==> config.mk <==
export PLATFORM = sky130hd
export DESIGN_NAME = registerFile_flat
export DESIGN_NICKNAME = d
export VERILOG_FILES = /design/src/common/datapathPkg.sv /design/src/common/dpCtrlIf.sv /design/src/regfile/registerFile.sv /design/src/flat_wrapper.sv
export SDC_FILE = /design/constraint.sdc
export NUM_CORES = 1
export LEC_CHECK = 0
export ABC_AREA = 0
export BUFFER_PORTS_ARGS = -buffer_cell sky130_fd_sc_hd__buf_2
export CORE_ASPECT_RATIO = 0.6
export CORE_UTILIZATION = 65
export DETAILED_ROUTE_END_ITERATION = 7
export GPL_ROUTABILITY_DRIVEN = 0
export PLACE_DENSITY = 0.84
export SETUP_SLACK_MARGIN = 0.1
export SYNTH_ARGS = -nofsm -noshare
export SYNTH_HDL_FRONTEND = slang
export SYNTH_SLANG_ARGS = --single-unit
==> constraint.sdc <==
create_clock -name clk -period 2.4 [get_ports clk]
set_input_delay 0.24 -clock clk [delete_from_list [all_inputs] [get_ports clk]]
set_output_delay 0.24 -clock clk [all_outputs]
set_load 0.05 [all_outputs]
==> src/common/datapathPkg.sv <==
package datapathPkg;

    typedef logic [31:0] word_t;     // Bus, register and port word
    typedef logic [63:0] dword_t;    // Full ALU result held in Z
    typedef logic [3:0]  regIdx_t;   // Register number from an IR field
    typedef logic [15:0] regMask_t;  // One-hot general register select
    typedef logic [4:0]  aluOp_t;

    localparam int NUM_REGS = $bits(regMask_t);

    // ALU operation codes, anything else yields zero
    localparam aluOp_t OP_ADD  = 5'd3;
    localparam aluOp_t OP_SUB  = 5'd4;
    localparam aluOp_t OP_AND  = 5'd5;
    localparam aluOp_t OP_OR   = 5'd6;
    localparam aluOp_t OP_SHR  = 5'd7;   // Logical
    localparam aluOp_t OP_SHRA = 5'd8;   // Arithmetic
    localparam aluOp_t OP_SHL  = 5'd9;
    localparam aluOp_t OP_ROR  = 5'd10;
    localparam aluOp_t OP_ROL  = 5'd11;
    localparam aluOp_t OP_MUL  = 5'd15;  // Signed, full 64-bit product
    localparam aluOp_t OP_NEG  = 5'd17;
    localparam aluOp_t OP_NOT  = 5'd18;

    // Instruction field positions
    localparam int OPC_MSB = 31;
    localparam int OPC_LSB = 27;
    localparam int RA_MSB  = 26;
    localparam int RA_LSB  = 23;
    localparam int RB_MSB  = 22;
    localparam int RB_LSB  = 19;
    localparam int RC_MSB  = 18;
    localparam int RC_LSB  = 15;
    localparam int C_MSB   = 18;  // Constant C runs down to bit 0
    localparam int C2_MSB  = 20;
    localparam int C2_LSB  = 19;

    // Branch condition codes in C2
    localparam logic [1:0] BR_ZERO    = 2'd0;
    localparam logic [1:0] BR_NONZERO = 2'd1;
    localparam logic [1:0] BR_POS     = 2'd2;
    localparam logic [1:0] BR_NEG     = 2'd3;

    localparam int MEM_DEPTH  = 512;
    localparam int MEM_ADDR_W = $clog2(MEM_DEPTH);

endpackage
==> src/common/dpCtrlIf.sv <==
`timescale 1ns/10ps
interface dpCtrlIf;
    import datapathPkg::*;

    // Load strobes
    logic pcIn, irIn, yIn, zIn, hiIn, loIn;
    logic marIn, mdrIn, outPortIn, conIn, rIn;
    // Drive strobes, at most one high per step
    logic pcOut, zHighOut, zLowOut, hiOut, loOut;
    logic mdrOut, inPortOut, cOut, rOut, baOut;
    logic read, write;
    logic gra, grb, grc;  // Register field selects
    logic incPc;
    aluOp_t aluOp;

    modport regs (input pcIn, irIn, yIn, zIn, hiIn, loIn, outPortIn, baOut);
    modport sel  (input gra, grb, grc, rIn, rOut, baOut);
    modport alu  (input incPc, aluOp);
    modport mem  (input marIn, mdrIn, read, write);
    modport bus  (input pcOut, zHighOut, zLowOut, hiOut, loOut,
                  mdrOut, inPortOut, cOut, rOut, baOut);
    modport con  (input conIn);

endinterface

==> src/regfile/registerFile.sv <==
`timescale 1ns/10ps
module registerFile (
    input  logic                  clk,
    input  logic                  rstN,
    dpCtrlIf.regs                 ctrl,
    input  datapathPkg::word_t    busData,
    input  datapathPkg::regMask_t regLoad,
    input  datapathPkg::regMask_t regDrive,
    output datapathPkg::word_t    regData
);
    import datapathPkg::*;

    word_t regs [NUM_REGS];

    always_ff @(posedge clk) begin
        if (!rstN) begin
            for (int i = 0; i < NUM_REGS; i++) begin
                regs[i] <= '0;
            end
        end else begin
            for (int i = 0; i < NUM_REGS; i++) begin
                if (regLoad[i]) begin
                    regs[i] <= busData;  // Captured at the edge ending the step
                end
            end
        end
    end

    // One-hot read, R0 acts as a zero base under baOut
    always_comb begin
        regData = '0;
        for (int i = 0; i < NUM_REGS; i++) begin
            if (regDrive[i] && !(i == 0 && ctrl.baOut)) begin
                regData |= regs[i];
            end
        end
    end

endmodule

==> src/flat_wrapper.sv <==
// flat-port wrapper written by rule: the top's interface ports become plain ports
module registerFile_flat import datapathPkg::*;
  (clk, rstN, busData, regLoad, regDrive, regData, ctrl_pcIn, ctrl_irIn, ctrl_yIn, ctrl_zIn, ctrl_hiIn, ctrl_loIn, ctrl_outPortIn, ctrl_baOut);
  dpCtrlIf ctrl_i ();
  input  logic clk;
  input  logic rstN;
  input  datapathPkg::word_t busData;
  input  datapathPkg::regMask_t regLoad;
  input  datapathPkg::regMask_t regDrive;
  output datapathPkg::word_t regData;
  input wire logic [$bits(ctrl_i.pcIn)-1:0] ctrl_pcIn;
  input wire logic [$bits(ctrl_i.irIn)-1:0] ctrl_irIn;
  input wire logic [$bits(ctrl_i.yIn)-1:0] ctrl_yIn;
  input wire logic [$bits(ctrl_i.zIn)-1:0] ctrl_zIn;
  input wire logic [$bits(ctrl_i.hiIn)-1:0] ctrl_hiIn;
  input wire logic [$bits(ctrl_i.loIn)-1:0] ctrl_loIn;
  input wire logic [$bits(ctrl_i.outPortIn)-1:0] ctrl_outPortIn;
  input wire logic [$bits(ctrl_i.baOut)-1:0] ctrl_baOut;
  assign ctrl_i.pcIn = ctrl_pcIn;
  assign ctrl_i.irIn = ctrl_irIn;
  assign ctrl_i.yIn = ctrl_yIn;
  assign ctrl_i.zIn = ctrl_zIn;
  assign ctrl_i.hiIn = ctrl_hiIn;
  assign ctrl_i.loIn = ctrl_loIn;
  assign ctrl_i.outPortIn = ctrl_outPortIn;
  assign ctrl_i.baOut = ctrl_baOut;
  registerFile u_core (.clk(clk), .rstN(rstN), .ctrl(ctrl_i), .busData(busData), .regLoad(regLoad), .regDrive(regDrive), .regData(regData));
endmodule
Word level (Yosys, flattened, before mapping)

Memory sizes are Yosys's and may differ from the RTL's.
Cells that the tools add are included.

Memories: 1
Register bits: 0
Logic and storage cells: 115
Memory bits (writable): 512
Bits of input ports: 74
Output and inout port bits: 32

Memory list:

| memory      | depth | width | read ports | clocked after memory_dff | write ports | RTL line           | text |
|---|---|---|---|---|---|---|---|
| u_core.regs | 16    | 32    | 16         | 0                        | 16          | registerFile.sv:13 | `word_t regs [NUM_REGS];` |

Mux-type cells: 81
Bitwise gates (word level): 31
Reduce and logical (&&, ||, !) cells: 2

Operators with widths:

| kind              | number |
|---|---|
| 2-to-1 mux 32 bit | 32 |
| OR 32 bit         | 15 |
| 2-to-1 mux 1 bit  | 49 |
| OR 1 bit          | 16 |
| logical AND 1 bit | 1 |
| zero test 1 bit   | 1 |

Logic depth before layout (Yosys ltp)

Word-level depth: 33
Gate-level depth with buffers: 4
Gate-level depth less buffers: 3

Worst setup path before layout

No wires, ideal clock.

Path type: input to register
From: input rstN
To: memory u_core.regs[1][0] (netlist name) (enable)
Setup slack: 0.654 ns
Data required time: 1.917 ns
Arrival time: 1.262 ns
Buffers on the path: 2
Cell stages on the path: 3
Setup time: 0.483 ns
Cells stage by stage: buf_2 > clkbuf_1 > nand2b_1

RTL lines:

| item               | RTL line           | text |
|---|---|---|
| start: declaration | flat_wrapper.sv:6  | `input logic rstN;` |
| end: declaration   | registerFile.sv:13 |  |

==> results.sh <==
export IMPL_finalCritPeriodShare_pct=95.21
export IMPL_yosysSeqAreaShare_pct=74.31
export IMPL_p_per_area_mw_per_mm2=863.5
export IMPL_wl_met1_microns=20960
export IMPL_vias=13820
export IMPL_hold_buffers=0
export IMPL_via_per_inst=7.493
export IMPL_final_setup_viol_count=0
export IMPL_maxCapViolCount=0
export IMPL_htree_levels=2
export IMPL_synthFlopType="edfxtp_1"
export IMPL_antenna_left=0
export IMPL_layout_nets=1468
export IMPL_wire_per_inst_microns=32.80
export IMPL_fmax_ghz=0.4376
export IMPL_ir_drop_v=0.0007098
export IMPL_synth_cell_types=14
export IMPL_required_ns=2.16
export IMPL_netlist_top_cells_area="edfxtp_1, and3_1, a22oi_1"
export IMPL_dr_wl_met3_microns=10130
export IMPL_synth_top_area_share_pct=74.31
export IMPL_cts_root_buf="clkbuf_16"
export IMPL_drive_above_1_share_pct=15.63
export IMPL_synth_largest_area_cell="edfxtp_1"
export IMPL_grt_pass1_wl_microns=86730
export IMPL_synth_nets=1427
export IMPL_start_kind="flop"
export IMPL_final_hold_violation_count=0
export IMPL_largest_reg_flops=512
export IMPL_netlist_area_sq_mm=0.02069
export IMPL_relSlewSlack_pct=25.96
export IMPL_grt_util_all_layers_pct=37.46
export IMPL_hpwl_microns=31750
export IMPL_cts_clk_slew_worst_paths_ns=0.07
export IMPL_multi_input_area_sq_mm=0.004758
export IMPL_first_global_vias=13400
export IMPL_worst_hold_path_type="in -> reg"
export IMPL_wirelength_microns=60490
export IMPL_numCtsBuffers=44
export IMPL_holdPathStages=2
export IMPL_cts_tree="done"
export IMPL_fillers=1788
export IMPL_regArea_sq_mm=0.01537
export IMPL_drt_pass1_iterations=6
export IMPL_outcome="finished clean"
export IMPL_rsz0062_at_grt="true"
export IMPL_synth_most_common_cell="edfxtp_1"
export IMPL_area_delta_synth_final_pct=11.63
export IMPL_synth_edf_count=512
export IMPL_cp_end_kind="primary output"
export IMPL_top_layer_used="met5"
export IMPL_drt_iter0_drc=2569
export IMPL_synth_cells=1353
export IMPL_holdCritStartpoint="regLoad[7]"
export IMPL_antenna_found_initial=5
export IMPL_fp_dieArea_sq_mm=0.03257
export IMPL_path_cells="a222oi_1 -> nand3_1 -> a211o_1 -> buf_6"
export IMPL_worstPathMaxFanout=1
export IMPL_portBuffers=98
export IMPL_cp_slowest_cell="a222oi_1"
export IMPL_cts_buffer_depth=3
export IMPL_die_w_microns=232.3
export IMPL_ys_warn_count=0
export IMPL_synthTopCellsByCount="edfxtp_1, and3_1, a22oi_1"
export IMPL_wl_met2_microns=27170
export IMPL_synthArstFlopShare_pct=0
export IMPL_rows=50
export IMPL_worstHoldEndpoint="u_core.regs[0][224]$_SDFFCE_PN0P_"
export IMPL_finalCriticalPeriod_ns=2.285
export IMPL_p_leak_nw=9.356
export IMPL_crit_arrival_ns=2.05
export IMPL_reg_largest_list="u_core.regs x512"
export IMPL_tns_ns=0
export IMPL_synth_seq_cells=512
export IMPL_slew_viol_final=0
export IMPL_path_class="reg -> out"
export IMPL_core_sq_mm=0.03122
export IMPL_slowest_delay_ns=0.40
export IMPL_tightest_slew_ns=1.111
export IMPL_avgSynthCellArea_sq_um=15.29
export IMPL_die_y_microns=140.2
export IMPL_fin_hold_ws_ns=0.08809
export IMPL_regMostFlops="u_core.regs"
export IMPL_grt_max_degree=121
export IMPL_globalRouteOverflowTotal=0
export IMPL_cts_sinks=512
export IMPL_drc=0
export IMPL_start_util_pct=66.28
export IMPL_io_pins=106
-- final cells by class --
class / count / area share [%]
Timing Repair Buffer: 147 / 4.388
Antenna cell: 1 / 0.01083
Sequential cell: 512 / 66.57
Clock inverter: 25 / 1.154
Multi-Input combinational cell: 689 / 20.60
Tap cell: 416 / 2.254
Clock buffer: 54 / 5.022
-- layer usage --
| layer | up-vias | GRT usage (%) |
|---|---|---|
| met4 | 2 | 15.51 |
| met2 | 1365 | 55.84 |
| met1 | 6672 | 52.68 |
| li1 | 5568 | - |
| met5 | - | 0 |
| met3 | 211 | 10.38 |
-- per-stage QoR --
stage          util (%)  cell area (sq um)  std cells  power, W  setup WS, ns
4_1_cts           73.95              23080       1843   0.01985        0.1033
3_3_place_gp      69.37              21660       1764   0.01269        0.3460
5_1_grt           73.98              23100       1844   0.02035      -0.01403
3_5_place_dp      69.37              21660       1764   0.01279        0.2692
6_report          73.98              23100       1844   0.01994        0.1149
2_1_floorplan         -              20690       1353   0.01204        0.6544
-- placed cells by master, fill, tap and decap left out, drive strengths merged --
cell type	synthesis	routed
a211o	32	32
nand2b	16	16
nor2b	1	1
nand4	32	32
diode	0	1
bufinv	0	6
nand3	32	32
edfxtp	512	512
and3	320	320
buf	13	147
a222oi	32	32
clkinv	0	17
clkbuf	139	54
a22oi	192	192
and2	32	32
clkinvlp	0	2
-- worst max-delay path by stage --
stage | from | to | slack, ns | cells past startpoint
after CTS | u_core.regs[0][107]$_SDFFCE_PN0P_ | regData[11] | 0.10 | 4
after floorplan | rstN | u_core.regs[1][0]$_SDFFCE_PN0P_ | 0.65 | 3
after detailed placement | regDrive[5] | regData[11] | 0.27 | 5
after global placement | regDrive[7] | regData[0] | 0.35 | 5
after global routing | u_core.regs[0][107]$_SDFFCE_PN0P_ | regData[11] | -0.01 | 4
final | u_core.regs[0][107]$_SDFFCE_PN0P_ | regData[11] | 0.11 | 4
-- timing repair --
item                       in CTS  in global routing
setup buffers                   0                  0
pin swaps                       2                  6
gates resized for setup         1                  5
setup endpoints to repair       1                  5
-- critical path, delay by kind of cell (launching register included) --
family / cells / cell delay, ns
DFF: 1 / 0.37
buffers and inverters: 1 / 0.17
AOI/OAI and AO/OA: 2 / 0.71
and+or+nand+nor: 1 / 0.23
-- power by group --
part           internal (W)  total [W]  switching [W]
logic              0.000532    0.00180        0.00127
registers            0.0107     0.0109       0.000240
clock network       0.00408    0.00723        0.00316
-- cell families after synthesis --
family,after synthesis,synth area share (%)
compound gates,256,9.869
buf+inv,152,2.921
flops,512,74.31
simple gates,433,12.90
Power figures use the tool's default switching activity.
