[src/common/datapathPkg.sv]
package datapathPkg;

    typedef logic [31:0] word_t;     // Bus, register and port word
    typedef logic [63:0] dword_t;    // Full ALU result held in Z
    typedef logic [3:0]  regIdx_t;   // Register number from an IR field
    typedef logic [15:0] regMask_t;  // One-hot general register select
    typedef logic [4:0]  aluOp_t;

    localparam int NUM_REGS = $bits(regMask_t);

    // ALU operation codes, anything else yields zero
    localparam aluOp_t OP_ADD  = 5'd3;
    localparam aluOp_t OP_SUB  = 5'd4;
    localparam aluOp_t OP_AND  = 5'd5;
    localparam aluOp_t OP_OR   = 5'd6;
    localparam aluOp_t OP_SHR  = 5'd7;   // Logical
    localparam aluOp_t OP_SHRA = 5'd8;   // Arithmetic
    localparam aluOp_t OP_SHL  = 5'd9;
    localparam aluOp_t OP_ROR  = 5'd10;
    localparam aluOp_t OP_ROL  = 5'd11;
    localparam aluOp_t OP_MUL  = 5'd15;  // Signed, full 64-bit product
    localparam aluOp_t OP_NEG  = 5'd17;
    localparam aluOp_t OP_NOT  = 5'd18;

    // Instruction field positions
    localparam int OPC_MSB = 31;
    localparam int OPC_LSB = 27;
    localparam int RA_MSB  = 26;
    localparam int RA_LSB  = 23;
    localparam int RB_MSB  = 22;
    localparam int RB_LSB  = 19;
    localparam int RC_MSB  = 18;
    localparam int RC_LSB  = 15;
    localparam int C_MSB   = 18;  // Constant C runs down to bit 0
    localparam int C2_MSB  = 20;
    localparam int C2_LSB  = 19;

    // Branch condition codes in C2
    localparam logic [1:0] BR_ZERO    = 2'd0;
    localparam logic [1:0] BR_NONZERO = 2'd1;
    localparam logic [1:0] BR_POS     = 2'd2;
    localparam logic [1:0] BR_NEG     = 2'd3;

    localparam int MEM_DEPTH  = 512;
    localparam int MEM_ADDR_W = $clog2(MEM_DEPTH);

endpackage
[src/common/dpCtrlIf.sv]
`timescale 1ns/10ps
interface dpCtrlIf;
    import datapathPkg::*;

    // Load strobes
    logic pcIn, irIn, yIn, zIn, hiIn, loIn;
    logic marIn, mdrIn, outPortIn, conIn, rIn;
    // Drive strobes, at most one high per step
    logic pcOut, zHighOut, zLowOut, hiOut, loOut;
    logic mdrOut, inPortOut, cOut, rOut, baOut;
    logic read, write;
    logic gra, grb, grc;  // Register field selects
    logic incPc;
    aluOp_t aluOp;

    modport regs (input pcIn, irIn, yIn, zIn, hiIn, loIn, outPortIn, baOut);
    modport sel  (input gra, grb, grc, rIn, rOut, baOut);
    modport alu  (input incPc, aluOp);
    modport mem  (input marIn, mdrIn, read, write);
    modport bus  (input pcOut, zHighOut, zLowOut, hiOut, loOut,
                  mdrOut, inPortOut, cOut, rOut, baOut);
    modport con  (input conIn);

endinterface

[src/rtl/specialRegs.sv]
`timescale 1ns/10ps
module specialRegs (
    input  logic                clk,
    input  logic                rstN,
    dpCtrlIf.regs               ctrl,
    input  datapathPkg::word_t  busData,
    input  datapathPkg::dword_t aluResult,
    input  datapathPkg::word_t  inPortData,
    output datapathPkg::word_t  pc,
    output datapathPkg::word_t  ir,
    output datapathPkg::word_t  y,
    output datapathPkg::word_t  zHigh,
    output datapathPkg::word_t  zLow,
    output datapathPkg::word_t  hi,
    output datapathPkg::word_t  lo,
    output datapathPkg::word_t  inPort,
    output datapathPkg::word_t  outPortData
);
    import datapathPkg::*;

    dword_t z;

    always_ff @(posedge clk) begin
        if (!rstN) begin
            pc          <= '0;
            ir          <= '0;
            y           <= '0;
            z           <= '0;
            hi          <= '0;
            lo          <= '0;
            inPort      <= '0;
            outPortData <= '0;
        end else begin
            inPort <= inPortData;   // Sampled every cycle
            if (ctrl.pcIn) begin
                pc <= busData;
            end
            if (ctrl.irIn) begin
                ir <= busData;
            end
            if (ctrl.yIn) begin
                y <= busData;       // Operand A for the next ALU step
            end
            if (ctrl.zIn) begin
                z <= aluResult;
            end
            if (ctrl.hiIn) begin
                hi <= busData;
            end
            if (ctrl.loIn) begin
                lo <= busData;
            end
            if (ctrl.outPortIn) begin
                outPortData <= busData;
            end
        end
    end

    assign zHigh = z[63:32];
    assign zLow  = z[31:0];

endmodule

[src/flat_wrapper.sv]
// flat-port wrapper written by rule: the top's interface ports become plain ports
module specialRegs_flat import datapathPkg::*;
  (clk, rstN, busData, aluResult, inPortData, pc, ir, y, zHigh, zLow, hi, lo, inPort, outPortData, ctrl_pcIn, ctrl_irIn, ctrl_yIn, ctrl_zIn, ctrl_hiIn, ctrl_loIn, ctrl_outPortIn, ctrl_baOut);
  dpCtrlIf ctrl_i ();
  input  logic clk;
  input  logic rstN;
  input  datapathPkg::word_t busData;
  input  datapathPkg::dword_t aluResult;
  input  datapathPkg::word_t inPortData;
  output datapathPkg::word_t pc;
  output datapathPkg::word_t ir;
  output datapathPkg::word_t y;
  output datapathPkg::word_t zHigh;
  output datapathPkg::word_t zLow;
  output datapathPkg::word_t hi;
  output datapathPkg::word_t lo;
  output datapathPkg::word_t inPort;
  output datapathPkg::word_t outPortData;
  input wire logic [$bits(ctrl_i.pcIn)-1:0] ctrl_pcIn;
  input wire logic [$bits(ctrl_i.irIn)-1:0] ctrl_irIn;
  input wire logic [$bits(ctrl_i.yIn)-1:0] ctrl_yIn;
  input wire logic [$bits(ctrl_i.zIn)-1:0] ctrl_zIn;
  input wire logic [$bits(ctrl_i.hiIn)-1:0] ctrl_hiIn;
  input wire logic [$bits(ctrl_i.loIn)-1:0] ctrl_loIn;
  input wire logic [$bits(ctrl_i.outPortIn)-1:0] ctrl_outPortIn;
  input wire logic [$bits(ctrl_i.baOut)-1:0] ctrl_baOut;
  assign ctrl_i.pcIn = ctrl_pcIn;
  assign ctrl_i.irIn = ctrl_irIn;
  assign ctrl_i.yIn = ctrl_yIn;
  assign ctrl_i.zIn = ctrl_zIn;
  assign ctrl_i.hiIn = ctrl_hiIn;
  assign ctrl_i.loIn = ctrl_loIn;
  assign ctrl_i.outPortIn = ctrl_outPortIn;
  assign ctrl_i.baOut = ctrl_baOut;
  specialRegs u_core (.clk(clk), .rstN(rstN), .ctrl(ctrl_i), .busData(busData), .aluResult(aluResult), .inPortData(inPortData), .pc(pc), .ir(ir), .y(y), .zHigh(zHigh), .zLow(zLow), .hi(hi), .lo(lo), .inPort(inPort), .outPortData(outPortData));
endmodule
[config.mk]
export PLATFORM = sky130hd
export DESIGN_NAME = specialRegs_flat
export DESIGN_NICKNAME = d
export VERILOG_FILES = /design/src/common/datapathPkg.sv /design/src/common/dpCtrlIf.sv /design/src/rtl/specialRegs.sv /design/src/flat_wrapper.sv
export SDC_FILE = /design/constraint.sdc
export NUM_CORES = 1
export LEC_CHECK = 0
export ABC_AREA = 1
export BUFFER_PORTS_ARGS = -buffer_cell sky130_fd_sc_hd__buf_2
export CORE_AREA = 2 2 166 168
export CTS_BUF_LIST = sky130_fd_sc_hd__clkbuf_2 sky130_fd_sc_hd__clkbuf_4 sky130_fd_sc_hd__clkbuf_8
export CTS_CLUSTER_SIZE = 40
export DETAILED_ROUTE_END_ITERATION = 10
export DIE_AREA = 0 0 168 170
export PLACE_DENSITY = 0.68
export SKIP_LAST_GASP = 1
export SLEW_MARGIN = 20
export SYNTH_ARGS = -nofsm -noshare
export SYNTH_HDL_FRONTEND = slang
export SYNTH_SLANG_ARGS = --single-unit
[constraint.sdc]
create_clock -name clk -period 1.1 [get_ports clk]
set_clock_uncertainty 0.05 [all_clocks]
set_input_delay 0.22 -clock clk [delete_from_list [all_inputs] [get_ports clk]]
set_output_delay 0.22 -clock clk [all_outputs]
set_load 0.02 [all_outputs]
# ---- After elaboration in Yosys (flattened, before gate mapping)
# Index checks and enable logic that the tools add are counted.
dict set report word_totals {
  ff_bits 288
  elab_cells 8
  out_inout_bits 288
  inputBits 138
}

# ---- Logic depth before layout (Yosys ltp)
dict set report logic_depth {
  depth_word 0
  depth_mapped 5
  mapped_depth_nobuf 4
}

# ---- Least setup slack after synthesis
# No wires, ideal clock.
dict set report synth_timing {
  path_kind {input port to flip-flop}
  startpoint {input port rstN}
  endpoint {register u_core.inPort[10]}
  setup_ns 0.109
  required_time_ns 0.941
  slack_ns 0.193
  n_path_buf 3
  stages 5
  t_arrival_ns 0.748
  cell_sequence {buf_4 buf_4 buf_4 nand2_1 inv_1}
}
# element line_no
set synth_lines {}
lappend synth_lines {{from (decl)} flat_wrapper.sv:6} ;# input logic rstN;
lappend synth_lines {{to (signal assigned)} specialRegs.sv:34} ;# inPort <= inPortData;
lappend synth_lines {{to (decl)} specialRegs.sv:16} ;# output datapathPkg::word_t inPort,
# No word-level cell between the ends.

# ---- Worst setup path in the final report
dict set report layout_timing {
  startpoint {register u_core.ir[20]}
  endpoint {output port ir[20]}
}
# element line_no
set layout_lines {}
lappend layout_lines {{from (decl)} specialRegs.sv:10} ;# output datapathPkg::word_t ir,
lappend layout_lines {{from (signal assigned)} specialRegs.sv:39} ;# ir <= busData;
lappend layout_lines {{to (decl)} flat_wrapper.sv:11} ;# output datapathPkg::word_t ir;
# No word-level cell between the ends.

==> impl_metrics.ini <==
[floorplan]
die_width_microns = 168
rows = 60
design.die.area_sq_mm = 0.0286
design.core.area_sq_mm = 0.0267
die_y_microns = 170
initial_utilization = 0.405
io_pins = 426

[worst_hold_path]
worstHoldPathType = in2reg

[detailed_routing]
detail_route.iter0.violations = 791
via_count = 11600
drt-vias-per-instance = 4.64
drt_wl_total_microns = 38500
first_pass_iters = 6
post_dr_wirelength_cell_microns = 15.5
drc = 0
number_of_nets_with_antenna_violations_after_detailed_routing = 0

[setup_path]
worst_ep_arrival_time_ns = 1.03
setup.worst_path.class = reg2out
crit_path_start_kind = register
timing.critical_path.to_type = output pin
cp_max_fo = 2
crit_path_cell_trace = buf_6
path_delay_family = flip-flops
worst_ep_required_time_ns = 0.83
worst_path_largest_cell_delay_ns = 0.36
cpMaxStageDelayCell = sky130_fd_sc_hd__dfxtp_2
worst-path-buf-inv = 1

[timing]
hold_viol_final = 0
crit_share_post_route = 1.18
rsz0062_at_grt = true
holdWs_ns = 0.0339
finalWorstSetupSlack_ns = -0.199
max_slew_margin = 0.749
report.final.setup_viol = 288
tightest_slew_ns = 0.377
fmax_mhz = 770
min_period_ns = 1.30
timing_max_transition_violations_final = 0

[cts]
cts_max_path_buffers = 3
cts-buffers-inserted = 47
insertion_delay_ns = 0.53
cts.clk_slew.worst_paths_ns = 0.06
clock_sink_count = 288
cts.htree.levels = 2
clock_tree.root_cell = sky130_fd_sc_hd__clkbuf_8
cts_tree = built

[synth]
synth.yosys.seq_area_share = 0.534
synth.avg_cell_area_sq_um = 6.92
net_count_synth = 1698
postSynthCellCount = 1560
synth_warnings = 0
ys_seq_elements = 288
synth_area_sq_mm = 0.0108
yosysUniqueCellTypes = 7

[placement]
dp_hpwl_microns = 21700
placement.cell_area_sq_mm = 0.0133
io_buffers = 424
minimum_setup_slack_after_placement_ns = 0.00433
routabilityCongestion = 0.814

[power]
clkPwrFrac = 0.374
static_leakage_power_nw = 9.44
proportion_of_power_drawn_by_combinational_gates = 0.194
peak_supply_drop_mv = 1.07
seq_pwr_share = 0.432
switching_share = 0.277
power_density_mw_per_mm2 = 1530
power_report.internal_total_w = 0.0198
p_sw_w = 0.00758

[outcome]
outcome = finished with violations
violations = setup timing

[cells_and_area]
area_growth_pct = 65.4
finish.utilization = 0.670
layout-drive-gt1-share = 0.401
finalInstanceArea_sq_mm = 0.0179
fillCellCount = 1909
nNetsFinal = 2249

[grt]
gr-usage-all-layers = 0.249
global_route_wire_length_before_repair_microns = 57700
grt_max_degree = 64
grt_pass1_vias = 11400
grt_remaining_overflow = 0
grt_antenna_before_repair = 0

[flow_run]
max_cap_viol_count = 0
-- metrics by stage --
step	setup TNS [ns]	std cells	total power, W
6_report	-47.87	2491	0.0274
3_3_place_gp	0	2265	0.0155
5_1_grt	-60.32	2490	0.0285
3_5_place_dp	0	2265	0.0156
4_1_cts	-57.05	2467	0.0272
2_1_floorplan	0	1560	0.0141
-- cell usage after synthesis --
cell type                   n  area [sq um]
sky130_fd_sc_hd__buf_2     62           310
sky130_fd_sc_hd__buf_4      5          37.5
sky130_fd_sc_hd__buf_6     21           236
sky130_fd_sc_hd__dfxtp_1  288          5770
sky130_fd_sc_hd__inv_1    128           480
sky130_fd_sc_hd__nand2_1  544          2040
sky130_fd_sc_hd__nor2_1   512          1920
-- state kept, by name, indices dropped and copies added, names as in the netlist --
name / count
u_core.z: 64
u_core.hi: 32
u_core.inPort: 32
u_core.ir: 32
u_core.lo: 32
u_core.outPortData: 32
u_core.pc: 32
u_core.y: 32
-- cell usage in the layout (no fill, tap or decap), types with 2 or more instances in the layout --
cell type and count:
sky130_fd_sc_hd__clkbuf_8 62, sky130_fd_sc_hd__buf_12 21, sky130_fd_sc_hd__nand2_1 544, sky130_fd_sc_hd__inv_1 128, sky130_fd_sc_hd__buf_16 2, sky130_fd_sc_hd__dfxtp_2 288, sky130_fd_sc_hd__clkbuf_16 3, sky130_fd_sc_hd__dlygate4sd3_1 102
sky130_fd_sc_hd__clkinv_2 3, sky130_fd_sc_hd__buf_4 38, sky130_fd_sc_hd__nor2_1 512, sky130_fd_sc_hd__buf_6 289, sky130_fd_sc_hd__clkbuf_4 20, sky130_fd_sc_hd__buf_2 134
-- cell type report --
class                   instances  area [sq um]  share of cell area
repair buffers                590          5790               0.325
flip-flops and latches        288          6130               0.343
diodes                          1          2.50            0.000140
well taps                     341           427              0.0239
clock buffers                  82          1000              0.0562
multi-input cells            1056          3960               0.222
clock inverters                 5          56.3             0.00315
inverters                     128           480              0.0269
-- path summary, 6_finish.rpt --
path            startpoint                      to  slack (ns)  depth (start not counted)
max          u_core.ir[20]                  ir[20]       -0.20                          1
min            busData[22]  u_core.outPortData[22]        0.03                          5
max reg2reg    u_core.z[3]             u_core.z[3]        0.21                          4
min reg2reg    u_core.z[1]             u_core.z[1]        0.43                          2
-- per-layer routing --
layer,vias up,share of wire,wire length (microns),track usage
met3,112,0.083,3210,0.0672
met5,-,0,0,0
li1,5637,-,-,-
met2,542,0.49,18900,0.443
met4,0,0.045,1730,0.113
met1,5270,0.38,14700,0.279
-- timing repair --
action,CTS,global route
cloned,0,3
gates resized for setup,862,8
setup buffers,12,20
setup endpoints to repair,288,425
hold endpoints to repair,125,0
hold buffers,103,0
-- kinds of logic after synthesis --
family | Yosys count | share of synthesized area
DFF | 288 | 0.534
and+or+nand+nor | 1056 | 0.367
buffers and inverters | 216 | 0.0986
-- power groups by stage --
stage	clock, W	combinational [W]	sequential (W)
after floorplan	0	0.00155	0.0126
after CTS	0.0104	0.00502	0.0118
after global routing	0.0109	0.00569	0.0119
after detailed placement	0	0.00389	0.0117
after global placement	0	0.00383	0.0117
final	0.0102	0.00530	0.0118
(Power assumes the default switching activity.)
