[config.mk]
export PLATFORM = sky130hd
export DESIGN_NAME = busMux_flat
export DESIGN_NICKNAME = d
export VERILOG_FILES = /design/src/common/datapathPkg.sv /design/src/common/dpCtrlIf.sv /design/src/rtl/busMux.sv /design/src/flat_wrapper.sv
export SDC_FILE = /design/constraint.sdc
export NUM_CORES = 1
export LEC_CHECK = 0
export ABC_AREA = 1
export BUFFER_PORTS_ARGS = -buffer_cell sky130_fd_sc_hd__buf_2
export CORE_AREA = 2 2 127 129
export DETAILED_ROUTE_END_ITERATION = 10
export DIE_AREA = 0 0 129 131
export GPL_ROUTABILITY_DRIVEN = 0
export GPL_TIMING_DRIVEN = 0
export PLACE_DENSITY = 0.56
export SETUP_SLACK_MARGIN = 0.02
export SLEW_MARGIN = 15
export SYNTH_ARGS = -nofsm -noshare
export SYNTH_HDL_FRONTEND = slang
export SYNTH_SLANG_ARGS = --single-unit
[constraint.sdc]
create_clock -name vclk -period 1.27
set_input_delay 0.254 -clock vclk [all_inputs]
set_output_delay 0.254 -clock vclk [all_outputs]
set_load 0.02 [all_outputs]
[src/common/datapathPkg.sv]
package datapathPkg;

    typedef logic [31:0] word_t;     // Bus, register and port word
    typedef logic [63:0] dword_t;    // Full ALU result held in Z
    typedef logic [3:0]  regIdx_t;   // Register number from an IR field
    typedef logic [15:0] regMask_t;  // One-hot general register select
    typedef logic [4:0]  aluOp_t;

    localparam int NUM_REGS = $bits(regMask_t);

    // ALU operation codes, anything else yields zero
    localparam aluOp_t OP_ADD  = 5'd3;
    localparam aluOp_t OP_SUB  = 5'd4;
    localparam aluOp_t OP_AND  = 5'd5;
    localparam aluOp_t OP_OR   = 5'd6;
    localparam aluOp_t OP_SHR  = 5'd7;   // Logical
    localparam aluOp_t OP_SHRA = 5'd8;   // Arithmetic
    localparam aluOp_t OP_SHL  = 5'd9;
    localparam aluOp_t OP_ROR  = 5'd10;
    localparam aluOp_t OP_ROL  = 5'd11;
    localparam aluOp_t OP_MUL  = 5'd15;  // Signed, full 64-bit product
    localparam aluOp_t OP_NEG  = 5'd17;
    localparam aluOp_t OP_NOT  = 5'd18;

    // Instruction field positions
    localparam int OPC_MSB = 31;
    localparam int OPC_LSB = 27;
    localparam int RA_MSB  = 26;
    localparam int RA_LSB  = 23;
    localparam int RB_MSB  = 22;
    localparam int RB_LSB  = 19;
    localparam int RC_MSB  = 18;
    localparam int RC_LSB  = 15;
    localparam int C_MSB   = 18;  // Constant C runs down to bit 0
    localparam int C2_MSB  = 20;
    localparam int C2_LSB  = 19;

    // Branch condition codes in C2
    localparam logic [1:0] BR_ZERO    = 2'd0;
    localparam logic [1:0] BR_NONZERO = 2'd1;
    localparam logic [1:0] BR_POS     = 2'd2;
    localparam logic [1:0] BR_NEG     = 2'd3;

    localparam int MEM_DEPTH  = 512;
    localparam int MEM_ADDR_W = $clog2(MEM_DEPTH);

endpackage
[src/common/dpCtrlIf.sv]
`timescale 1ns/10ps
interface dpCtrlIf;
    import datapathPkg::*;

    // Load strobes
    logic pcIn, irIn, yIn, zIn, hiIn, loIn;
    logic marIn, mdrIn, outPortIn, conIn, rIn;
    // Drive strobes, at most one high per step
    logic pcOut, zHighOut, zLowOut, hiOut, loOut;
    logic mdrOut, inPortOut, cOut, rOut, baOut;
    logic read, write;
    logic gra, grb, grc;  // Register field selects
    logic incPc;
    aluOp_t aluOp;

    modport regs (input pcIn, irIn, yIn, zIn, hiIn, loIn, outPortIn, baOut);
    modport sel  (input gra, grb, grc, rIn, rOut, baOut);
    modport alu  (input incPc, aluOp);
    modport mem  (input marIn, mdrIn, read, write);
    modport bus  (input pcOut, zHighOut, zLowOut, hiOut, loOut,
                  mdrOut, inPortOut, cOut, rOut, baOut);
    modport con  (input conIn);

endinterface

[src/rtl/busMux.sv]
`timescale 1ns/10ps
module busMux (
    dpCtrlIf.bus               ctrl,
    input  datapathPkg::word_t regData,
    input  datapathPkg::word_t pc,
    input  datapathPkg::word_t zHigh,
    input  datapathPkg::word_t zLow,
    input  datapathPkg::word_t hi,
    input  datapathPkg::word_t lo,
    input  datapathPkg::word_t mdr,
    input  datapathPkg::word_t inPort,
    input  datapathPkg::word_t cSignExt,
    output datapathPkg::word_t busData
);

    always_comb begin
        if (ctrl.rOut || ctrl.baOut) begin
            busData = regData;   // Register file already applied the R0 rule
        end else if (ctrl.pcOut) begin
            busData = pc;
        end else if (ctrl.zHighOut) begin
            busData = zHigh;
        end else if (ctrl.zLowOut) begin
            busData = zLow;
        end else if (ctrl.hiOut) begin
            busData = hi;
        end else if (ctrl.loOut) begin
            busData = lo;
        end else if (ctrl.mdrOut) begin
            busData = mdr;
        end else if (ctrl.inPortOut) begin
            busData = inPort;
        end else if (ctrl.cOut) begin
            busData = cSignExt;
        end else begin
            busData = '0;        // Idle bus
        end
    end

endmodule

[src/flat_wrapper.sv]
// flat-port wrapper written by rule: the top's interface ports become plain ports
module busMux_flat 
  (regData, pc, zHigh, zLow, hi, lo, mdr, inPort, cSignExt, busData, ctrl_pcOut, ctrl_zHighOut, ctrl_zLowOut, ctrl_hiOut, ctrl_loOut, ctrl_mdrOut, ctrl_inPortOut, ctrl_cOut, ctrl_rOut, ctrl_baOut);
  dpCtrlIf ctrl_i ();
  input  datapathPkg::word_t regData;
  input  datapathPkg::word_t pc;
  input  datapathPkg::word_t zHigh;
  input  datapathPkg::word_t zLow;
  input  datapathPkg::word_t hi;
  input  datapathPkg::word_t lo;
  input  datapathPkg::word_t mdr;
  input  datapathPkg::word_t inPort;
  input  datapathPkg::word_t cSignExt;
  output datapathPkg::word_t busData;
  input wire logic [$bits(ctrl_i.pcOut)-1:0] ctrl_pcOut;
  input wire logic [$bits(ctrl_i.zHighOut)-1:0] ctrl_zHighOut;
  input wire logic [$bits(ctrl_i.zLowOut)-1:0] ctrl_zLowOut;
  input wire logic [$bits(ctrl_i.hiOut)-1:0] ctrl_hiOut;
  input wire logic [$bits(ctrl_i.loOut)-1:0] ctrl_loOut;
  input wire logic [$bits(ctrl_i.mdrOut)-1:0] ctrl_mdrOut;
  input wire logic [$bits(ctrl_i.inPortOut)-1:0] ctrl_inPortOut;
  input wire logic [$bits(ctrl_i.cOut)-1:0] ctrl_cOut;
  input wire logic [$bits(ctrl_i.rOut)-1:0] ctrl_rOut;
  input wire logic [$bits(ctrl_i.baOut)-1:0] ctrl_baOut;
  assign ctrl_i.pcOut = ctrl_pcOut;
  assign ctrl_i.zHighOut = ctrl_zHighOut;
  assign ctrl_i.zLowOut = ctrl_zLowOut;
  assign ctrl_i.hiOut = ctrl_hiOut;
  assign ctrl_i.loOut = ctrl_loOut;
  assign ctrl_i.mdrOut = ctrl_mdrOut;
  assign ctrl_i.inPortOut = ctrl_inPortOut;
  assign ctrl_i.cOut = ctrl_cOut;
  assign ctrl_i.rOut = ctrl_rOut;
  assign ctrl_i.baOut = ctrl_baOut;
  busMux u_core (.ctrl(ctrl_i), .regData(regData), .pc(pc), .zHigh(zHigh), .zLow(zLow), .hi(hi), .lo(lo), .mdr(mdr), .inPort(inPort), .cSignExt(cSignExt), .busData(busData));
endmodule
Word-level counts from Yosys, hierarchy flattened
Index checks and enable logic that the tools add are counted.

storage, ports and cells
  memories = 0
  RAM bits = 0
  bits in latches = 0
  ROM bits = 0
  word-level logic and storage cells = 10
  register bits = 0

cells by class
  multiplexer cells = 9
  reductions and logical operators = 1
  order comparisons = 0
  eq/ne operators = 0
  bitwise logic cells = 0
  shifts and indexed selects = 0
  multipliers = 0
  add/subtract/negate cells = 0
  div/mod/pow operators = 0

operator list
  operator            number
  two-way mux 32 bit  9
  logical OR 1 bit    1

Longest topological paths before layout
Gate-level depths: netlist of run 1.

  word-level depth = 9
  depth in mapped cells = 13

Worst setup path after synthesis of run 1
Ideal clock, no wire load.

  path kind = input to output
  from = in ctrl_mdrOut
  to = out busData[31]
  setup slack = -139 ps
  cell stages on the path = 11
  arrival time = 1,155 ps
  path buffers = 2
  required time = 1,016 ps
  path through = buf_4 buf_2 a21oi_1 nand2_1 nand2_1 nand2_1 nand2_1 nand2_1 nand2_1 nand2_1 nand2_1

between the ends
  word-level cells in the longest chain between the ends = 7

RTL lines
  item                RTL line            RTL
  start: declaration  flat_wrapper.sv:20  input wire logic [$bits(ctrl_i.mdrOut)-1:0] ctrl_mdrOut;
  two-way mux 32 bit  busMux.sv:29        end else if (ctrl.mdrOut) begin
  two-way mux 32 bit  busMux.sv:27        end else if (ctrl.loOut) begin
  two-way mux 32 bit  busMux.sv:25        end else if (ctrl.hiOut) begin
  two-way mux 32 bit  busMux.sv:23        end else if (ctrl.zLowOut) begin
  two-way mux 32 bit  busMux.sv:21        end else if (ctrl.zHighOut) begin
  two-way mux 32 bit  busMux.sv:19        end else if (ctrl.pcOut) begin
  two-way mux 32 bit  busMux.sv:17        if (ctrl.rOut || ctrl.baOut) begin
  end: declaration    flat_wrapper.sv:14  output datapathPkg::word_t busData;

Every way passes these cells.

Final worst setup path of run 1
  from = in ctrl_inPortOut
  to = out busData[26]

between the ends
  word-level cells in the longest chain between the ends = 8

RTL lines
  item                RTL line            RTL
  start: declaration  flat_wrapper.sv:21  input wire logic [$bits(ctrl_i.inPortOut)-1:0] ctrl_inPortOut;
  two-way mux 32 bit  busMux.sv:31        end else if (ctrl.inPortOut) begin
  two-way mux 32 bit  busMux.sv:29
  two-way mux 32 bit  busMux.sv:27
  two-way mux 32 bit  busMux.sv:25
  two-way mux 32 bit  busMux.sv:23
  two-way mux 32 bit  busMux.sv:21
  two-way mux 32 bit  busMux.sv:19
  two-way mux 32 bit  busMux.sv:17

Every way passes these cells.

==> results of run 1 <==
==> area by class of cell <==
| type | count | area [µm²] | share of cell area (%) |
|---|---|---|---|
| Multi-Input combinational cell | 609 | 3090 | 48.6 |
| Timing Repair Buffer | 335 | 2040 | 32.1 |
| Buffer | 58 | 568 | 8.95 |
| Inverter | 98 | 384 | 6.05 |
| Tap cell | 216 | 270 | 4.26 |
| Antenna cell | 1 | 2.50 | 0.0394 |
==> metrics by stage <==
step	cells	power [mW]	cell area (µm²)
after CTS	1310	2.11	5930
final	1317	2.26	6350
after global placement	1305	1.86	5430
after global routing	1316	2.49	6350
after detailed placement	1305	1.87	5430
after floorplan	765	1.07	3540
==> cells in the mapped netlist (all sizes together) <==
| cell | n | area share (%) |
|---|---|---|
| or2 | 1 | 0.19 |
| clkbuf | 27 | 3.2 |
| nand3 | 32 | 5.0 |
| nand2 | 352 | 41 |
| a21oi | 160 | 26 |
| buf | 31 | 5.6 |
| nor2 | 64 | 7.5 |
| inv | 98 | 11 |
==> layout by cell type (no fill, tap or decap), types with 8 or more instances in the layout <==
cell | synthesis | layout
buf_2 | 23 | 297
nand2_1 | 352 | 264
a21oi_1 | 150 | 105
inv_1 | 96 | 96
nand2_2 | 0 | 87
nor2_1 | 64 | 64
a21oi_2 | 10 | 49
buf_6 | 1 | 35
nand3_1 | 32 | 16
buf_4 | 7 | 16
nand3_2 | 0 | 16
buf_12 | 0 | 8
clkbuf_2 | 0 | 8
clkbuf_1 | 27 | 8
==> critical path: cells and delay by family <==
family,cells,cell delay (ns)
buffers and inverters,4,0.47
and+or+nand+nor,10,0.67
==> what timing repair did <==
item / CTS / global route
gates resized for setup: 138 / 88
cloned: 2 / 6
pin swaps: 24 / 37
buffers inserted: 3 / 0
setup endpoints to repair: 32 / 32
==> kinds of logic (layout without fill, tap and decap cells) <==
kind of cell	Yosys count	in the layout	synth area share (%)
and+or+nand+nor	449	449	53.8
other	0	1	0
AOI/OAI and AO/OA	160	160	26.1
buffers and inverters	156	491	20.2
==> worst max-delay path by stage <==
stage,startpoint,to,cells past startpoint
floorplan,ctrl_inPortOut,busData[3],13
global placement,ctrl_cOut,busData[0],13
detailed placement,ctrl_cOut,busData[0],13
CTS,ctrl_inPortOut,busData[10],13
global route,ctrl_inPortOut,busData[18],13
finish,ctrl_inPortOut,busData[26],14
==> per-layer routing <==
metal	vias to the layer above	routed length, µm	global-route usage (%)
li1	3020	-	-
met1	2421	7600	22.9
met2	234	9420	38.1
met3	16	1380	2.61
met4	2	194	2.05
met5	-	7	0
==> power by group <==
group          leakage [nW]    total, mW  internal [mW]  switching, mW
clock network    0.00000634  0.000000105    0.000000105              0
registers                 0            0              0              0
logic                  3.69         2.26           1.08           1.19
total                  3.69         2.26           1.08           1.19
==> metrics.md, run 1 <==
| Metric | Value |
|---|---|
| Power Density | `356 mW/mm²` |
| Max stage delay on crit path | `0.14 ns` |
| Failing checks | `setup timing` |
| Routed WL | `18.6 mm` |
| Sequential element share of the synthesized area | `0%` |
| Area Growth Syn to Fin | `97.5%` |
| Hold Violations, Final | `0` |
| CP Cell Sequence | `buf_16 > inv_16 > clkbuf_16 > nand3_2 > nand2_1 > nand2_1 > nand2_1 > nand2_1 > nand2_1 > nand2_1 > nand2_1 > nand2_1 > nand2_2 > buf_6` |
| Final setup margin | `-0.381 ns` |
| Crit. End Element | `output port` |
| # fillers | `1,795` |
| Min cycle time layout | `1.65 ns` |
| Largest net degree at the start of global routing | `11` |
| Placement Setup Slack | `-0.707 ns` |
| Fin util | `40.7%` |
| Die area | `0.0169 mm²` |
| Total grt overflow | `0` |
| Seq Cell Count | `0` |
| Hold_sp | `regData[5]` |
| Slew Limit Headroom | `67.7%` |
| Via/cell ratio | `4.32` |
| Initial antenna violation count | `2` |
| Port bufs | `324` |
| Initial DRC count | `205` |
| DR WL/cell | `14.1 µm` |
| CP required | `1.02 ns` |
| Post-Synthesis Cell Area | `0.00321 mm²` |
| Global-route wire length before repair | `25.8 mm` |
| FP Rows | `46` |
| Crit-path slowest cell | `clkbuf_16` |
| Final Max Slew Viols | `0` |
| Setup_tns | `-10.63 ns` |
| Final nets | `1,400` |
| Max VDD drop | `0.197 mV` |
| TritonRoute pass-1 iters | `4` |
| Final Cycle Share | `130%` |
| Crit Path Class | `input port to output port` |
| Yosys warns | `0` |
| Post-DRT Antenna Nets | `0` |
| Startpoint types | `input port` |
| WHS | `0.794 ns` |
| CP Max Fanout | `8` |
| Vias in the first global route | `5,339` |
| Fmax | `0.606 GHz` |
| Number of remaining DRC errors | `0` |
| Outcome | `finished with violations` |
| Hold depth | `4` |
| Crit path DAT | `1.40 ns` |
| Number of I/O pins | `330` |
| Mapped Nets | `1,063` |
| Synth cell types | `12` |
| Worst Hold Class | `input port to output port` |
| Initial Util | `20.6%` |
| Final setup viols | `32` |
| WHS Endpoint | `busData[5]` |
| Post-Syn Instances | `765` |
| Sequential Area | `0 µm²` |
| CTS Hold Bufs | `0` |
| Clock buf count | `0` |
| Die Wd | `129 µm` |
| CP most frequent cell | `nand2_1` |
| Max-Cap Viols | `0` |
| RSZ-0062 raised after global routing | `true` |
| Chip Height | `131 µm` |
| GRT Total Usage | `19.3%` |
| Worst Tran Pin Value | `0.485 ns` |
| Fraction of layout cells with a size suffix above 1 | `49.5%` |
| Vias | `5,693` |
| P_leak | `3.69 nW` |
| Syn_area_per_cell | `4.20 µm²` |
| Dpl hpwl | `15.2 mm` |
| Core area | `0.0156 mm²` |
(Power assumes the default switching activity.)
==> run 2, diff against run 1 <==
--- a/config.mk
+++ b/config.mk
@@ -12,7 +12,9 @@
 export DIE_AREA = 0 0 129 131
 export GPL_ROUTABILITY_DRIVEN = 0
 export GPL_TIMING_DRIVEN = 0
+export MAX_ROUTING_LAYER = met4
 export PLACE_DENSITY = 0.56
+export RECOVER_POWER = 50
 export SETUP_SLACK_MARGIN = 0.02
 export SLEW_MARGIN = 15
 export SYNTH_ARGS = -nofsm -noshare
==> metrics.md, run 2 (same netlist as run 1, synthesis figures left out) <==
| Metric | Value |
|---|---|
| Post-DRT Antenna Nets | `0 (unchanged)` |
| Worst Hold Class | `input port to output port` |
| Slew Limit Headroom | `69.8% (+2.1 points)` |
| Area Growth Syn to Fin | `98.3%` |
| Vias | `5,708 (+0.26%)` |
| CTS Hold Bufs | `0 (unchanged)` |
| Via/cell ratio | `4.33 (+0.19%)` |
| Initial Util | `20.6% (unchanged)` |
| Min cycle time layout | `1.65 ns (-0.00139 ns)` |
| Max stage delay on crit path | `0.14 ns (about the same)` |
| Final setup viols | `32 (unchanged)` |
| Layout Cell Area excl Fill | `0.00637 mm² (+0.39%)` |
| WHS | `0.794 ns (-0.00000300 ns)` |
| Seq Cell Count | `0 (unchanged)` |
| Number of I/O pins | `330 (unchanged)` |
| Dpl hpwl | `15.2 mm (unchanged)` |
| Final Cycle Share | `130% (about the same)` |
| Hold Violations, Final | `0 (unchanged)` |
| Final nets | `1,400 (unchanged)` |
| # fillers | `1,797 (+0.11%)` |
| Startpoint types | `input port` |
| CP Max Fanout | `8 (unchanged)` |
| RSZ-0062 raised after global routing | `true` |
| P_leak | `3.70 nW (+0.20%)` |
| Fraction of layout cells with a size suffix above 1 | `49.7% (+0.18 points)` |
| Crit-path slowest cell | `clkbuf_16` |
| Max-Cap Viols | `0 (unchanged)` |
| Worst Tran Pin Value | `0.453 ns (-0.0319 ns)` |
| Commonest cells after routing, fill and taps aside | `buf_2, nand2_1, a21oi_1` |
| GRT Total Usage | `19.9% (+0.58 points)` |
| Crit path DAT | `1.40 ns (about the same)` |
| Fmax | `0.606 GHz (about the same)` |
| Initial DRC count | `228 (+11%)` |
| FP Rows | `46 (unchanged)` |
| Power Density | `356 mW/mm² (about the same)` |
| Final setup margin | `-0.379 ns (+0.00139 ns)` |
| Initial antenna violation count | `2 (unchanged)` |
| Final Max Slew Viols | `0 (unchanged)` |
| Chip Height | `131 µm (unchanged)` |
| CP required | `1.02 ns (about the same)` |
| Hold depth | `4 (unchanged)` |
| Number of remaining DRC errors | `0 (unchanged)` |
| Die Wd | `129 µm (unchanged)` |
| CP most frequent cell | `nand2_1` |
| Port bufs | `324 (unchanged)` |
| Global-route wire length before repair | `25.8 mm (-0.19%)` |
| Largest net degree at the start of global routing | `11 (unchanged)` |
| Vias in the first global route | `5,337 (-0.037%)` |
| Core area | `0.0156 mm² (unchanged)` |
| DP Area | `0.00543 mm² (unchanged)` |
| Routed WL | `18.6 mm (-0.12%)` |
| Outcome | `finished with violations` |
| Max VDD drop | `0.199 mV (+0.67%)` |
| CP Cell Sequence | `buf_16 > inv_16 > clkbuf_16 > nand3_2 > nand2_1 > nand2_1 > nand2_1 > nand2_1 > nand2_1 > nand2_1 > nand2_1 > nand2_1 > nand2_2 > buf_6` |
| TritonRoute pass-1 iters | `4 (unchanged)` |
| Sequential Area | `0 µm² (unchanged)` |
| Tot Pwr | `2.27 mW (+0.32%)` |
| Crit. End Element | `output port` |
| Die area | `0.0169 mm² (unchanged)` |
| Clock buf count | `0 (unchanged)` |
| DR WL/cell | `14.1 µm (-0.19%)` |
| Total grt overflow | `0 (unchanged)` |
| Crit Path Class | `input port to output port` |
| Most common cell after layout, fill and taps aside | `buf_2` |
| Failing checks | `setup timing` |
run 2: area by class of cell:
| class | count | area (µm²) | area share (%) |
|---|---|---|---|
| buffer | 58 | 573 | 8.99 |
| antenna | 2 | 5.00 | 0.0785 |
| inverter | 98 | 384 | 6.03 |
| timing repair buffer | 335 | 2040 | 32.0 |
| multi-input combinational | 609 | 3100 | 48.7 |
| tap | 216 | 270 | 4.24 |
run 2: final timing paths:
kind            from     endpoint  slack, ns
max   ctrl_inPortOut  busData[26]      -0.38
min       regData[5]   busData[5]       0.79
run 2: critical path: cells and delay by family:
kind / cells / cell delay (ns)
buffers and inverters: 4 / 0.47
AND/OR/NAND/NOR: 10 / 0.67
run 2: stage by stage:
| stage | TNS [ns] | util (%) | std cells | worst slack, ns |
|---|---|---|---|---|
| floorplan | -2.08 | - | 765 | -0.0704 |
| global placement | -16.13 | 34.8 | 1305 | -0.697 |
| detailed placement | -16.23 | 34.8 | 1305 | -0.707 |
| CTS | -11.43 | 38.0 | 1310 | -0.403 |
| global route | -13.85 | 40.9 | 1318 | -0.488 |
| finish | -10.60 | 40.9 | 1318 | -0.379 |
run 2: power breakdown:
part           internal (mW)  switching (mW)
clock            0.000000211               0
sequential                 0               0
combinational           1.08            1.19
run 2: per-layer routing:
layer | global-route usage [%] | vias up | part of all wire [%]
li1 | - | 3021 | -
met1 | 23.2 | 2419 | 41
met2 | 37.8 | 250 | 51
met3 | 2.24 | 18 | 6.9
met4 | 2.24 | 0 | 1.2
met5 | - | - | 0
run 2: repair_timing:
action                     4_1_cts  5_1_grt
setup endpoints to repair       32       32
cloned                           2        6
setup buffers                    3        0
pin swaps                       24       34
resized for setup              138       93
